$ cat config.mk
export PLATFORM = sky130hd
export DESIGN_NAME = gfx_mem_port
export DESIGN_NICKNAME = d
export VERILOG_FILES = /design/src/hw/gfx_mem_pkg.sv /design/src/hw/gfx_mem_port.sv /design/src/hw/gfx_wb_arbiter.sv /design/src/hw/gfx_wbm_read.sv /design/src/hw/gfx_wbm_write.sv
export SDC_FILE = /design/constraint.sdc
export NUM_CORES = 1
export LEC_CHECK = 0
export BUFFER_PORTS_ARGS = -buffer_cell sky130_fd_sc_hd__buf_2
export CAP_MARGIN = 25
export CORE_AREA = 3 3 371 373
export CTS_BUF_LIST = sky130_fd_sc_hd__clkbuf_4 sky130_fd_sc_hd__clkbuf_8
export DETAILED_ROUTE_END_ITERATION = 8
export DIE_AREA = 0 0 374 376
export GPL_TIMING_DRIVEN = 0
export PLACE_DENSITY = 0.35
export SLEW_MARGIN = 15
export SYNTH_ARGS = -nofsm -noshare
export SYNTH_HDL_FRONTEND = slang
export SYNTH_SLANG_ARGS = --single-unit
$ cat constraint.sdc
create_clock -name clk_i -period 8.15 [get_ports clk_i]
set_clock_uncertainty 0.1 [all_clocks]
set_input_delay 0.815 -clock clk_i [delete_from_list [all_inputs] [get_ports clk_i]]
set_output_delay 0.815 -clock clk_i [all_outputs]
set_load 0.01 [all_outputs]
$ cat src/hw/gfx_mem_pkg.sv
// ==============================
// shared widths, data types and
// FSM state encodings of the
// graphics memory port
// ==============================
package gfx_mem_pkg;

	// ============================
	// widths
	// ============================
	localparam int ADR_W    = 32;	// byte address
	localparam int LINE_W   = 128;	// one memory line
	localparam int LINE_OFS = 4;	// byte offset bits inside a line
	localparam int CLIENT_W = 2;	// read client index

	typedef logic [ADR_W-1:0]    gfx_adr_t;
	typedef logic [LINE_W-1:0]   gfx_line_t;
	typedef logic [CLIENT_W-1:0] gfx_client_t;

	// read client numbers, m2 has highest priority
	localparam gfx_client_t CLIENT_M0 = 2'd0;
	localparam gfx_client_t CLIENT_M1 = 2'd1;
	localparam gfx_client_t CLIENT_M2 = 2'd2;

	// ============================
	// FSM states
	// ============================
	typedef enum logic [2:0] {
		RD_IDLE,
		RD_TEST_MATCH,	// writer compare on latched address
		RD_MATCH,	// answer from write buffer
		RD_ACK,		// bus read in flight
		RD_NACK		// ack held, wait for client
	} rd_state_t;

	typedef enum logic {
		WR_IDLE,
		WR_FLUSH	// line valid, bus write pending
	} wr_state_t;

endpackage

$ cat src/hw/gfx_mem_port.sv
// ==============================
// memory port top: reader,
// write buffer and bus arbiter
// ==============================
`timescale 1ns/100ps

module gfx_mem_port (
	input  logic                  clk_i,
	input  logic                  rst_i,
	// external wishbone
	output logic                  wb_cyc_o,
	output logic                  wb_stb_o,
	output logic                  wb_we_o,
	output gfx_mem_pkg::gfx_adr_t  wb_adr_o,
	output gfx_mem_pkg::gfx_line_t wb_dat_o,
	input  logic                  wb_ack_i,
	input  logic                  wb_err_i,
	input  gfx_mem_pkg::gfx_line_t wb_dat_i,
	// read clients
	input  logic                  m0_read_request_i,
	input  gfx_mem_pkg::gfx_adr_t  m0_adr_i,
	output logic                  m0_ack_o,
	input  logic                  m0_nack_i,
	output gfx_mem_pkg::gfx_line_t m0_dat_o,
	input  logic                  m1_read_request_i,
	input  gfx_mem_pkg::gfx_adr_t  m1_adr_i,
	output logic                  m1_ack_o,
	input  logic                  m1_nack_i,
	output gfx_mem_pkg::gfx_line_t m1_dat_o,
	input  logic                  m2_read_request_i,
	input  gfx_mem_pkg::gfx_adr_t  m2_adr_i,
	output logic                  m2_ack_o,
	input  logic                  m2_nack_i,
	output gfx_mem_pkg::gfx_line_t m2_dat_o,
	// write client
	input  logic                  wr_req_i,
	input  gfx_mem_pkg::gfx_adr_t  wr_adr_i,
	input  gfx_mem_pkg::gfx_line_t wr_dat_i,
	output logic                  wr_busy_o
);
	import gfx_mem_pkg::*;

	// reader <-> arbiter
	logic      rd_cyc;
	gfx_adr_t  rd_adr;	// also drives the writer compare
	logic      rd_ack;
	logic      rd_err;
	// writer <-> arbiter
	logic      wr_cyc;
	gfx_adr_t  wr_bus_adr;
	gfx_line_t wr_bus_dat;
	logic      wr_ack;
	logic      wr_err;
	// writer -> reader bypass
	logic      wr_match;
	gfx_line_t wr_line;

	gfx_wbm_read u_read (
		.clk_i             (clk_i),
		.rst_i             (rst_i),
		.cyc_o             (rd_cyc),
		.adr_o             (rd_adr),
		.ack_i             (rd_ack),
		.err_i             (rd_err),
		.dat_i             (wb_dat_i),	// bus data straight in
		.m0_read_request_i (m0_read_request_i),
		.m0_adr_i          (m0_adr_i),
		.m0_ack_o          (m0_ack_o),
		.m0_nack_i         (m0_nack_i),
		.m0_dat_o          (m0_dat_o),
		.m1_read_request_i (m1_read_request_i),
		.m1_adr_i          (m1_adr_i),
		.m1_ack_o          (m1_ack_o),
		.m1_nack_i         (m1_nack_i),
		.m1_dat_o          (m1_dat_o),
		.m2_read_request_i (m2_read_request_i),
		.m2_adr_i          (m2_adr_i),
		.m2_ack_o          (m2_ack_o),
		.m2_nack_i         (m2_nack_i),
		.m2_dat_o          (m2_dat_o),
		.writer_match_i    (wr_match),
		.writer_dat_i      (wr_line)
	);

	gfx_wbm_write u_write (
		.clk_i     (clk_i),
		.rst_i     (rst_i),
		.wr_req_i  (wr_req_i),
		.wr_adr_i  (wr_adr_i),
		.wr_dat_i  (wr_dat_i),
		.wr_busy_o (wr_busy_o),
		.rd_adr_i  (rd_adr),
		.match_o   (wr_match),
		.line_o    (wr_line),
		.cyc_o     (wr_cyc),
		.adr_o     (wr_bus_adr),
		.dat_o     (wr_bus_dat),
		.ack_i     (wr_ack),
		.err_i     (wr_err)
	);

	gfx_wb_arbiter u_arb (
		.clk_i    (clk_i),
		.rst_i    (rst_i),
		.rd_cyc_i (rd_cyc),
		.rd_adr_i (rd_adr),
		.rd_ack_o (rd_ack),
		.rd_err_o (rd_err),
		.wr_cyc_i (wr_cyc),
		.wr_adr_i (wr_bus_adr),
		.wr_dat_i (wr_bus_dat),
		.wr_ack_o (wr_ack),
		.wr_err_o (wr_err),
		.wb_cyc_o (wb_cyc_o),
		.wb_stb_o (wb_stb_o),
		.wb_we_o  (wb_we_o),
		.wb_adr_o (wb_adr_o),
		.wb_dat_o (wb_dat_o),
		.wb_ack_i (wb_ack_i),
		.wb_err_i (wb_err_i)
	);

endmodule

$ cat src/hw/gfx_wb_arbiter.sv
// ==============================
// two-master Wishbone arbiter,
// write wins ties, port locked
// for a whole cycle
// ==============================
`timescale 1ns/100ps

module gfx_wb_arbiter (
	input  logic                  clk_i,
	input  logic                  rst_i,
	// read master
	input  logic                  rd_cyc_i,
	input  gfx_mem_pkg::gfx_adr_t  rd_adr_i,
	output logic                  rd_ack_o,
	output logic                  rd_err_o,
	// write master
	input  logic                  wr_cyc_i,
	input  gfx_mem_pkg::gfx_adr_t  wr_adr_i,
	input  gfx_mem_pkg::gfx_line_t wr_dat_i,
	output logic                  wr_ack_o,
	output logic                  wr_err_o,
	// shared port
	output logic                  wb_cyc_o,
	output logic                  wb_stb_o,
	output logic                  wb_we_o,
	output gfx_mem_pkg::gfx_adr_t  wb_adr_o,
	output gfx_mem_pkg::gfx_line_t wb_dat_o,
	input  logic                  wb_ack_i,
	input  logic                  wb_err_i
);
	logic locked_q;		// a cycle is in progress
	logic owner_wr_q;	// 1 = writer owns the port
	logic grant_wr;		// effective grant this cycle
	logic bus_done;

	assign bus_done = wb_ack_i | wb_err_i;

	// free port: grant in the same cycle, write first
	assign grant_wr = locked_q ? owner_wr_q : wr_cyc_i;

	// ==============================
	// owner lock
	// ==============================
	always_ff @(posedge clk_i) begin
		if (rst_i) begin
			locked_q   <= 1'b0;
			owner_wr_q <= 1'b0;
		end else if (locked_q) begin
			if (bus_done)
				locked_q <= 1'b0;	// owner drops cyc on this edge too
		end else if (wb_cyc_o && !bus_done) begin
			locked_q   <= 1'b1;
			owner_wr_q <= wr_cyc_i;
		end
	end

	// ==============================
	// port mux
	// ==============================
	assign wb_cyc_o = grant_wr ? wr_cyc_i : rd_cyc_i;
	assign wb_stb_o = wb_cyc_o;			// single cycles only
	assign wb_we_o  = wb_cyc_o & grant_wr;
	assign wb_adr_o = grant_wr ? wr_adr_i : rd_adr_i;
	assign wb_dat_o = grant_wr ? wr_dat_i : '0;

	// returns only reach the granted master
	assign rd_ack_o = wb_ack_i & wb_cyc_o & ~grant_wr;
	assign rd_err_o = wb_err_i & wb_cyc_o & ~grant_wr;
	assign wr_ack_o = wb_ack_i & wb_cyc_o & grant_wr;
	assign wr_err_o = wb_err_i & wb_cyc_o & grant_wr;

endmodule

$ cat src/hw/gfx_wbm_read.sv
// ==============================
// three-client Wishbone read
// master, fixed priority, with
// write buffer bypass
// ==============================
`timescale 1ns/100ps

module gfx_wbm_read (
	input  logic                  clk_i,
	input  logic                  rst_i,
	// wishbone side
	output logic                  cyc_o,
	output gfx_mem_pkg::gfx_adr_t  adr_o,		// latched client address
	input  logic                  ack_i,
	input  logic                  err_i,
	input  gfx_mem_pkg::gfx_line_t dat_i,
	// client 0, lowest priority
	input  logic                  m0_read_request_i,
	input  gfx_mem_pkg::gfx_adr_t  m0_adr_i,
	output logic                  m0_ack_o,
	input  logic                  m0_nack_i,
	output gfx_mem_pkg::gfx_line_t m0_dat_o,
	// client 1
	input  logic                  m1_read_request_i,
	input  gfx_mem_pkg::gfx_adr_t  m1_adr_i,
	output logic                  m1_ack_o,
	input  logic                  m1_nack_i,
	output gfx_mem_pkg::gfx_line_t m1_dat_o,
	// client 2, highest priority
	input  logic                  m2_read_request_i,
	input  gfx_mem_pkg::gfx_adr_t  m2_adr_i,
	output logic                  m2_ack_o,
	input  logic                  m2_nack_i,
	output gfx_mem_pkg::gfx_line_t m2_dat_o,
	// write buffer
	input  logic                  writer_match_i,
	input  gfx_mem_pkg::gfx_line_t writer_dat_i
);
	import gfx_mem_pkg::*;

	rd_state_t   state;
	gfx_client_t master_sel;	// client being served

	// ==============================
	// control FSM
	// ==============================
	always_ff @(posedge clk_i) begin
		if (rst_i) begin
			cyc_o      <= 1'b0;
			adr_o      <= '0;
			m0_ack_o   <= 1'b0;
			m1_ack_o   <= 1'b0;
			m2_ack_o   <= 1'b0;
			master_sel <= CLIENT_M0;
			state      <= RD_IDLE;
		end else begin
			case (state)
			RD_IDLE: begin
				// priority pick, m2 first
				if (m2_read_request_i) begin
					master_sel <= CLIENT_M2;
					adr_o      <= m2_adr_i;
					state      <= RD_TEST_MATCH;
				end else if (m1_read_request_i) begin
					master_sel <= CLIENT_M1;
					adr_o      <= m1_adr_i;
					state      <= RD_TEST_MATCH;
				end else if (m0_read_request_i) begin
					master_sel <= CLIENT_M0;
					adr_o      <= m0_adr_i;
					state      <= RD_TEST_MATCH;
				end
			end
			RD_TEST_MATCH: begin
				// writer compares against adr_o this cycle
				if (writer_match_i)
					state <= RD_MATCH;
				else begin
					cyc_o <= 1'b1;	// go to memory
					state <= RD_ACK;
				end
			end
			RD_MATCH: begin
				case (master_sel)
				CLIENT_M0: m0_ack_o <= 1'b1;
				CLIENT_M1: m1_ack_o <= 1'b1;
				default:   m2_ack_o <= 1'b1;
				endcase
				state <= RD_NACK;
			end
			RD_ACK: begin
				// err finishes the read just like ack
				if (ack_i | err_i) begin
					cyc_o <= 1'b0;
					case (master_sel)
					CLIENT_M0: m0_ack_o <= 1'b1;
					CLIENT_M1: m1_ack_o <= 1'b1;
					default:   m2_ack_o <= 1'b1;
					endcase
					state <= RD_NACK;
				end
			end
			RD_NACK: begin
				// any nack releases the held ack
				if (m0_nack_i | m1_nack_i | m2_nack_i) begin
					m0_ack_o <= 1'b0;
					m1_ack_o <= 1'b0;
					m2_ack_o <= 1'b0;
					state    <= RD_IDLE;
				end
			end
			default: begin
				cyc_o <= 1'b0;
				state <= RD_IDLE;
			end
			endcase
		end
	end

	// ==============================
	// client data registers
	// ==============================
	// loaded with the ack, held until the next answer to that client
	always_ff @(posedge clk_i) begin
		if (state == RD_MATCH) begin
			case (master_sel)
			CLIENT_M0: m0_dat_o <= writer_dat_i;
			CLIENT_M1: m1_dat_o <= writer_dat_i;
			default:   m2_dat_o <= writer_dat_i;
			endcase
		end else if (state == RD_ACK && (ack_i | err_i)) begin
			case (master_sel)
			CLIENT_M0: m0_dat_o <= dat_i;
			CLIENT_M1: m1_dat_o <= dat_i;
			default:   m2_dat_o <= dat_i;
			endcase
		end
	end

endmodule

$ cat src/hw/gfx_wbm_write.sv
// ==============================
// one-line write buffer, flushes
// to Wishbone and reports
// address hits to the reader
// ==============================
`timescale 1ns/100ps

module gfx_wbm_write (
	input  logic                  clk_i,
	input  logic                  rst_i,
	// write client
	input  logic                  wr_req_i,	// one-cycle pulse
	input  gfx_mem_pkg::gfx_adr_t  wr_adr_i,
	input  gfx_mem_pkg::gfx_line_t wr_dat_i,
	output logic                  wr_busy_o,
	// reader bypass
	input  gfx_mem_pkg::gfx_adr_t  rd_adr_i,	// reader's latched address
	output logic                  match_o,
	output gfx_mem_pkg::gfx_line_t line_o,
	// wishbone side
	output logic                  cyc_o,
	output gfx_mem_pkg::gfx_adr_t  adr_o,
	output gfx_mem_pkg::gfx_line_t dat_o,
	input  logic                  ack_i,
	input  logic                  err_i
);
	import gfx_mem_pkg::*;

	wr_state_t state;
	gfx_adr_t  held_adr;	// line aligned
	gfx_line_t held_line;
	logic      line_valid;
	logic      accept;	// request taken this cycle
	logic      bus_done;	// slave ended the write

	assign accept   = (state == WR_IDLE) && wr_req_i;
	assign bus_done = ack_i | err_i;

	// ==============================
	// flush FSM
	// ==============================
	always_ff @(posedge clk_i) begin
		if (rst_i) begin
			state <= WR_IDLE;
		end else begin
			case (state)
			WR_IDLE: begin
				if (accept)
					state <= WR_FLUSH;	// pulse while busy never gets here
			end
			WR_FLUSH: begin
				if (bus_done)
					state <= WR_IDLE;	// line invalid from next cycle
			end
			default: state <= WR_IDLE;
			endcase
		end
	end

	// payload, no reset needed
	always_ff @(posedge clk_i) begin
		if (accept) begin
			held_adr  <= {wr_adr_i[ADR_W-1:LINE_OFS], {LINE_OFS{1'b0}}};
			held_line <= wr_dat_i;
		end
	end

	// line is valid exactly while it waits for the bus
	assign line_valid = (state == WR_FLUSH);

	assign wr_busy_o = line_valid;
	assign cyc_o     = line_valid;	// held until ack or err
	assign adr_o     = held_adr;
	assign dat_o     = held_line;

	// ==============================
	// reader bypass
	// ==============================
	// compare on line index only, byte offset ignored
	assign match_o = line_valid &&
		(rd_adr_i[ADR_W-1:LINE_OFS] == held_adr[ADR_W-1:LINE_OFS]);
	assign line_o  = held_line;

endmodule

# Yosys cells after proc, flatten, opt, wreduce, memory -nomap -nowiden
# Cells that the tools add are included.
dict set report totals {
  in_bits 395
  romBits 0
  latch_bits 0
  out_inout_bits 551
  mem_count 0
  reg_bits 584
  mem_bits_rw 0
}
dict set report classes {
  shift 0
  div 0
  order_cmp 0
  n_reduce_logical 20
  eq_ne 16
  n_bitwise 16
  add_sub_neg 0
  n_mux 48
  multipliers 0
}
# op n
set ops {}
lappend ops {{two-way mux 128 bit} 13}
lappend ops {{two-way mux 32 bit} 4}
lappend ops {{equality test 28 bit} 1}
lappend ops {{AND reduction 3 bit} 6}
lappend ops {{two-way mux 1 bit} 17}
lappend ops {{two-way mux 3 bit} 5}
lappend ops {{one-hot mux 3 bit (5 select lines)} 1}
lappend ops {{!= test 2 bit, second input constant} 7}
lappend ops {{one-hot mux 1 bit (3 select lines)} 4}
lappend ops {{bitwise AND 1 bit} 7}
lappend ops {{equality test 3 x 2 -> 1 bit, second input constant} 2}
lappend ops {{two-way mux 2 bit} 3}
lappend ops {{nonzero test 3 bit} 2}
lappend ops {{OR 1 bit} 5}
lappend ops {{logical AND 1 bit} 4}
lappend ops {{!= test 2 x 1 -> 1 bit, second input constant} 2}
lappend ops {{!= test 4 bit, second input constant} 1}
lappend ops {{inverter 1 bit} 4}
lappend ops {{AND reduction 2 bit} 2}
lappend ops {{equality test 3 x 1 -> 1 bit, second input constant} 1}
lappend ops {{equality test 3 bit, second input constant} 1}
lappend ops {{logical NOT 3 bit} 1}
lappend ops {{OR reduction 3 bit} 1}
lappend ops {{equality test 2 x 1 -> 1 bit, second input constant} 1}
lappend ops {{5 further kinds} 5}

# Logic depth before layout (Yosys ltp)
dict set report logic_depth {
  word_depth 8
  mapped_depth 7
}

# By module
# From an unflattened synthesis, not the netlist that was laid out.
dict set report unflattened {
  hier_cells 1320
  hier_area_um2 22907.0
}
# module cells_each instances area_per_inst_um2
set modules_own_cells {}
lappend modules_own_cells {gfx_wbm_read 792 1 15432.3}
lappend modules_own_cells {gfx_wbm_write 333 1 6037.0}
lappend modules_own_cells {gfx_wb_arbiter 195 1 1437.6}

# Worst setup path after synthesis
# Ideal clock, no wire load.
dict set report synth_path {
  path_kind {input-to-reg}
  from {input wr_req_i}
  to {register u_write.held_adr[10], in the netlist u_write.adr_o[10], enable pin}
  setup_slack_ns -0.198
  setup_time_ns 0.689
  arrival_time_ns 7.559
  cell_stages 1
  t_required_ns 7.361
  path_cell_list {nor2b_1}
}
dict set report synth_between {
  elab_chain_cells 1
}
# item line_no
set synth_lines {}
lappend synth_lines {{start: declaration} gfx_mem_port.sv:36} ;# input logic wr_req_i,
lappend synth_lines {{logical AND 1 bit} gfx_wbm_write.sv:36} ;# assign accept = (state == WR_IDLE) && wr_req_i;
lappend synth_lines {{end signal: assignment} gfx_wbm_write.sv:63} ;# held_adr <= {wr_adr_i[ADR_W-1:LINE_OFS], {LINE_OFS{1'b0}}};
lappend synth_lines {{end: declaration} gfx_wbm_write.sv:30} ;# gfx_adr_t held_adr;
# Every way passes these cells.
# A chain may end at the register's enable or synchronous reset.

# Worst setup path after layout
dict set report layout_path {
  from {register u_write.state, in the netlist u_write.cyc_o}
  to {output wb_dat_o[85]}
}
dict set report layout_between {
  elab_chain_cells 2
}
# item line_no
set layout_lines {}
lappend layout_lines {{start: declaration} gfx_wbm_write.sv:29} ;# wr_state_t state;
lappend layout_lines {{start signal: assignment} gfx_wbm_write.sv:44} ;# state <= WR_IDLE;
lappend layout_lines {{start signal: assignment} gfx_wbm_write.sv:49} ;# state <= WR_FLUSH;
lappend layout_lines {{start signal: assignment} gfx_wbm_write.sv:53} ;# state <= WR_IDLE;
lappend layout_lines {{two-way mux 1 bit} gfx_wb_arbiter.sv:39} ;# assign grant_wr = locked_q ? owner_wr_q : wr_cyc_i;
lappend layout_lines {{two-way mux 128 bit} gfx_wb_arbiter.sv:64} ;# assign wb_dat_o = grant_wr ? wr_dat_i : '0;
lappend layout_lines {{end: declaration} gfx_mem_port.sv:15} ;# output gfx_mem_pkg::gfx_line_t wb_dat_o,
# Every way passes these cells.

==> flow_metrics.tcl <==
set metrics [dict create \
    core.rowCount 135 \
    fin_area_um2 33390 \
    clock_tree.buffer_depth 3 \
    quantity_of_gates_resized_following_cts 0 \
    layout_worst_path_cycle_share_pct 51.69 \
    worst_ep_required_time_ns 7.24 \
    antenna_found_initial 20 \
    route.detailed.drc 0 \
    finalNetCount 2833 \
    cts_setup_buffers 0 \
    multi_input_comb_area_um2 4654 \
    cts_max_level 3 \
    clock_latency_ns 0.78 \
    synth_edf_count 540 \
    pre_cts_slack_ns 4.494 \
    power.internal_mw 5.554 \
    seqCellArea_um2 17100 \
    hold_end "u_write.adr_o[6]" \
    grt_remaining_overflow 0 \
    synth_async_sr_flop_share_pct 0 \
    critical_path.max_stage_delay_ns 0.61 \
    drv_cap 0 \
    globalplace.congestion 0.8583 \
    worstReg2RegStart "u_write.cyc_o" \
    numCtsBuffers 108 \
    worst_path_arrival_time_ns 3.30 \
    vias 15470 \
    power.combinational.fraction_pct 11.4 \
    finalHoldViolations 0 \
    syn_nets 1613 \
    worst_ir_drop_vdd_mv 0.1016 \
    grt_start_max_net_pins 41 \
    timing.slew.headroom_pct 30.90 \
    cp_most_frequent_cell "sky130_fd_sc_hd__buf_2" \
    critPathBufInv 4 \
    clk_pin_slew_ns 0.06 \
    cp_slowest_cell "sky130_fd_sc_hd__buf_2" \
    reg2reg_depth 7 \
    switchingPower_mw 1.880 \
    layout-drive-gt1-share_pct 53.45 \
    via_per_inst 3.590 \
    cp_cell_sequence "mux2i_1, buf_2, buf_2, buf_2, nor2b_1, buf_2" \
    die_area_um2 140600 \
    coreArea_um2 135000 \
    reg2reg_to "u_read.m1_dat_o[73]" \
    seqPwrFrac_pct 47.1 \
    power.switching_fraction_pct 25.29 \
    drt_iter0_markers 699 \
    setup.worst_path.start_class "flop" \
    initial_utilization_pct 16.40 \
    area_growth_pct 50.88 \
    synth.distinct_cells 40 \
    synthCells 1218 \
    power.share.clock_pct 41.5 \
    wl_per_cell_um 22.82 \
    finalWirelength_mm 98.36 \
    finalMaxSlewViolations 0 \
    achievable-frequency_ghz 0.2374 \
    dpl_cell_area_um2 29570 \
    synthFlopType "sky130_fd_sc_hd__edfxtp_1" \
    cts_tree "built" \
    ys_ff_latch 584 \
    timing.hold.worst.start "wr_adr_i[6]" \
    worstMarginPinSlew_ns 1.036 \
    grt_setup_unrepaired "no" \
    post-route-util_pct 24.74 \
    final_period_minus_worst_setup_slack_ns 4.213 \
    grt_first_pass_wirelength_mm 132.3 \
    gr-usage-all-layers_pct 13.44 \
    finalSetupTns_ns 0 \
    dpl.hpwl_mm 77.89 \
    critPathMaxFanout 10 \
    cts.root.buffer_cell "sky130_fd_sc_hd__clkbuf_8" \
    worst_hold_path.num_cells 1 \
    numPortBuffers 940 \
    finalNonFillerCells 4310 \
    setup_viol_count_final 0 \
    power_density_of_the_placed_cells_nw_per_um2 222.6 \
    io_pins 946 \
    layout.filler_cells 14290 \
    die_width_um 374 \
    antenna_left 0 \
    path_delay_family "buffers and inverters" \
    path_class "flop to primary output" \
    syn_area_per_cell_um2 18.17 \
    synthesis.yosys.warnings 0 \
    post_cts_hold_buffer_count 148 \
    drt-pass1-iter-count 4 \
    worst_setup_path_end_kind "primary output" \
    final.setup.worst_slack_ns 3.937 \
    regToRegSetupSlack_ns 5.18 \
    outcome "completed" \
    worstHoldPathType "primary input to flop" \
    place_inst 3961 \
    total_leakage_power_nw 13.37 \
    cts_num_sinks 584 \
    via_count_of_the_first_global_routing_pass 16930 \
    synth-seq-area-share_pct 77.25 \
    floorplan.die.height_um 376 \
    syn-cell-area_um2 22130 \
]
==> registers in the layout (all words and copies together) (netlist names) <==
signal,count
u_read.m0_dat_o,128
u_read.m1_dat_o,128
u_read.m2_dat_o,128
u_write.dat_o,128
u_read.adr_o,32
u_write.adr_o,28
u_read.state,3
u_read.master_sel,2
u_arb.locked_q,1
u_arb.owner_wr_q,1
u_read.cyc_o,1
u_read.m0_ack_o,1
u_read.m1_ack_o,1
u_read.m2_ack_o,1
u_write.cyc_o,1
==> layer usage <==
metal  track usage [%]  vias up  share of wire (%)
li1                  -     7013                  -
met1             14.48     7541                 38
met2             24.52      749                 51
met3             4.306      166                7.8
met4             4.916        4                3.1
met5                 0        -              0.027
==> kinds of logic (layout without fill, tap and decap cells) <==
logic type                after synthesis  in the layout  synth area share (%)
DFF                                   584            584                 77.25
and+or+nand+nor                       274            274                 6.614
muxes                                 189            189                 11.16
AOI/OAI and AO/OA                      84             84                 2.058
buffers and inverters                  59           1365                 1.815
xor gates and xnor gates               28             28                 1.108
other                                   0              5                     0
==> metrics by stage <==
step	hold slack [ns]	power, mW
detailed placement	0.3581	4.371
finish	0.1489	7.434
global placement	0.3518	4.368
CTS	0.001561	7.615
global route	0.04310	7.787
floorplan	0.3317	3.925
==> cell usage after synthesis (all sizes together), types with 2 or more instances <==
master | number | area, um2
nor4 | 4 | 25.02
inv | 3 | 11.26
nand2b | 2 | 22.52
edfxtp | 540 | 16220
mux2i | 33 | 330.3
a22oi | 2 | 15.01
a21oi | 36 | 180.2
o21ai | 37 | 185.2
dfxtp | 44 | 880.8
mux2 | 156 | 2140
nand2 | 101 | 379.1
a22o | 2 | 17.52
and2 | 6 | 37.54
nand3 | 2 | 10.01
nor2b | 132 | 825.8
nor3 | 5 | 47.54
nand4 | 6 | 37.54
xor2 | 11 | 96.34
clkbuf | 13 | 48.80
nor2 | 13 | 58.81
buf | 43 | 341.6
xnor2 | 17 | 148.9
==> cell usage in the layout, fill, tap and decap left out, types with 8 or more instances in the layout <==
master / n
sky130_fd_sc_hd__a21oi_1: 36
sky130_fd_sc_hd__buf_12: 15
sky130_fd_sc_hd__buf_2: 958
sky130_fd_sc_hd__buf_4: 8
sky130_fd_sc_hd__buf_6: 17
sky130_fd_sc_hd__bufinv_16: 11
sky130_fd_sc_hd__clkbuf_1: 12
sky130_fd_sc_hd__clkbuf_4: 28
sky130_fd_sc_hd__clkbuf_8: 109
sky130_fd_sc_hd__clkinv_1: 22
sky130_fd_sc_hd__clkinv_2: 15
sky130_fd_sc_hd__dfxtp_1: 44
sky130_fd_sc_hd__dlygate4sd3_1: 148
sky130_fd_sc_hd__edfxtp_1: 540
sky130_fd_sc_hd__mux2_2: 54
sky130_fd_sc_hd__mux2_4: 102
sky130_fd_sc_hd__mux2i_1: 33
sky130_fd_sc_hd__nand2_1: 101
sky130_fd_sc_hd__nor2_1: 11
sky130_fd_sc_hd__nor2b_1: 130
sky130_fd_sc_hd__o21ai_0: 37
sky130_fd_sc_hd__xnor2_1: 17
sky130_fd_sc_hd__xor2_1: 11
==> worst register-to-register path, stage by stage, from the launching register on <==
cell and delay, ns:
sky130_fd_sc_hd__dfxtp_1 0.44, sky130_fd_sc_hd__mux2i_1 0.27, sky130_fd_sc_hd__nand3_1 0.14, sky130_fd_sc_hd__a21oi_1 0.26, sky130_fd_sc_hd__and2b_1 0.23, sky130_fd_sc_hd__and2_4 0.56, sky130_fd_sc_hd__buf_16 0.32, sky130_fd_sc_hd__buf_12 0.31
==> power groups by stage <==
stage | registers, mW | clock network (mW) | logic, mW
after detailed placement | 3.56 | 0 | 0.807
after global routing | 3.51 | 3.36 | 0.918
after CTS | 3.50 | 3.24 | 0.876
after floorplan | 3.57 | 0 | 0.358
final | 3.50 | 3.09 | 0.848
after global placement | 3.60 | 0 | 0.769
==> worst max-delay path by stage <==
stage | start | end | slack [ns] | depth (start not counted)
6_report | u_write.cyc_o | wb_dat_o[85] | 3.94 | 6
5_1_grt | u_write.cyc_o | wb_dat_o[85] | 3.57 | 6
4_1_cts | u_write.cyc_o | wb_dat_o[85] | 3.57 | 6
3_5_place_dp | u_write.cyc_o | wb_dat_o[85] | 4.49 | 6
3_3_place_gp | wb_ack_i | u_read.m0_dat_o[67] | -6.34 | 6
2_1_floorplan | wb_ack_i | u_read.m0_dat_o[0] | 0.37 | 5
==> cell type report <==
cell class	count	share of cell area, %
Sequential cell	584	51.20
Clock buffer	137	5.122
Antenna cell	5	0.03747
Tap cell	1781	6.673
Buffer	56	1.173
Multi-Input combinational cell	575	13.94
Clock inverter	59	1.862
Inverter	3	0.03372
Timing Repair Buffer	1110	19.96
No activity file was read; power rests on OpenSTA's default activity.
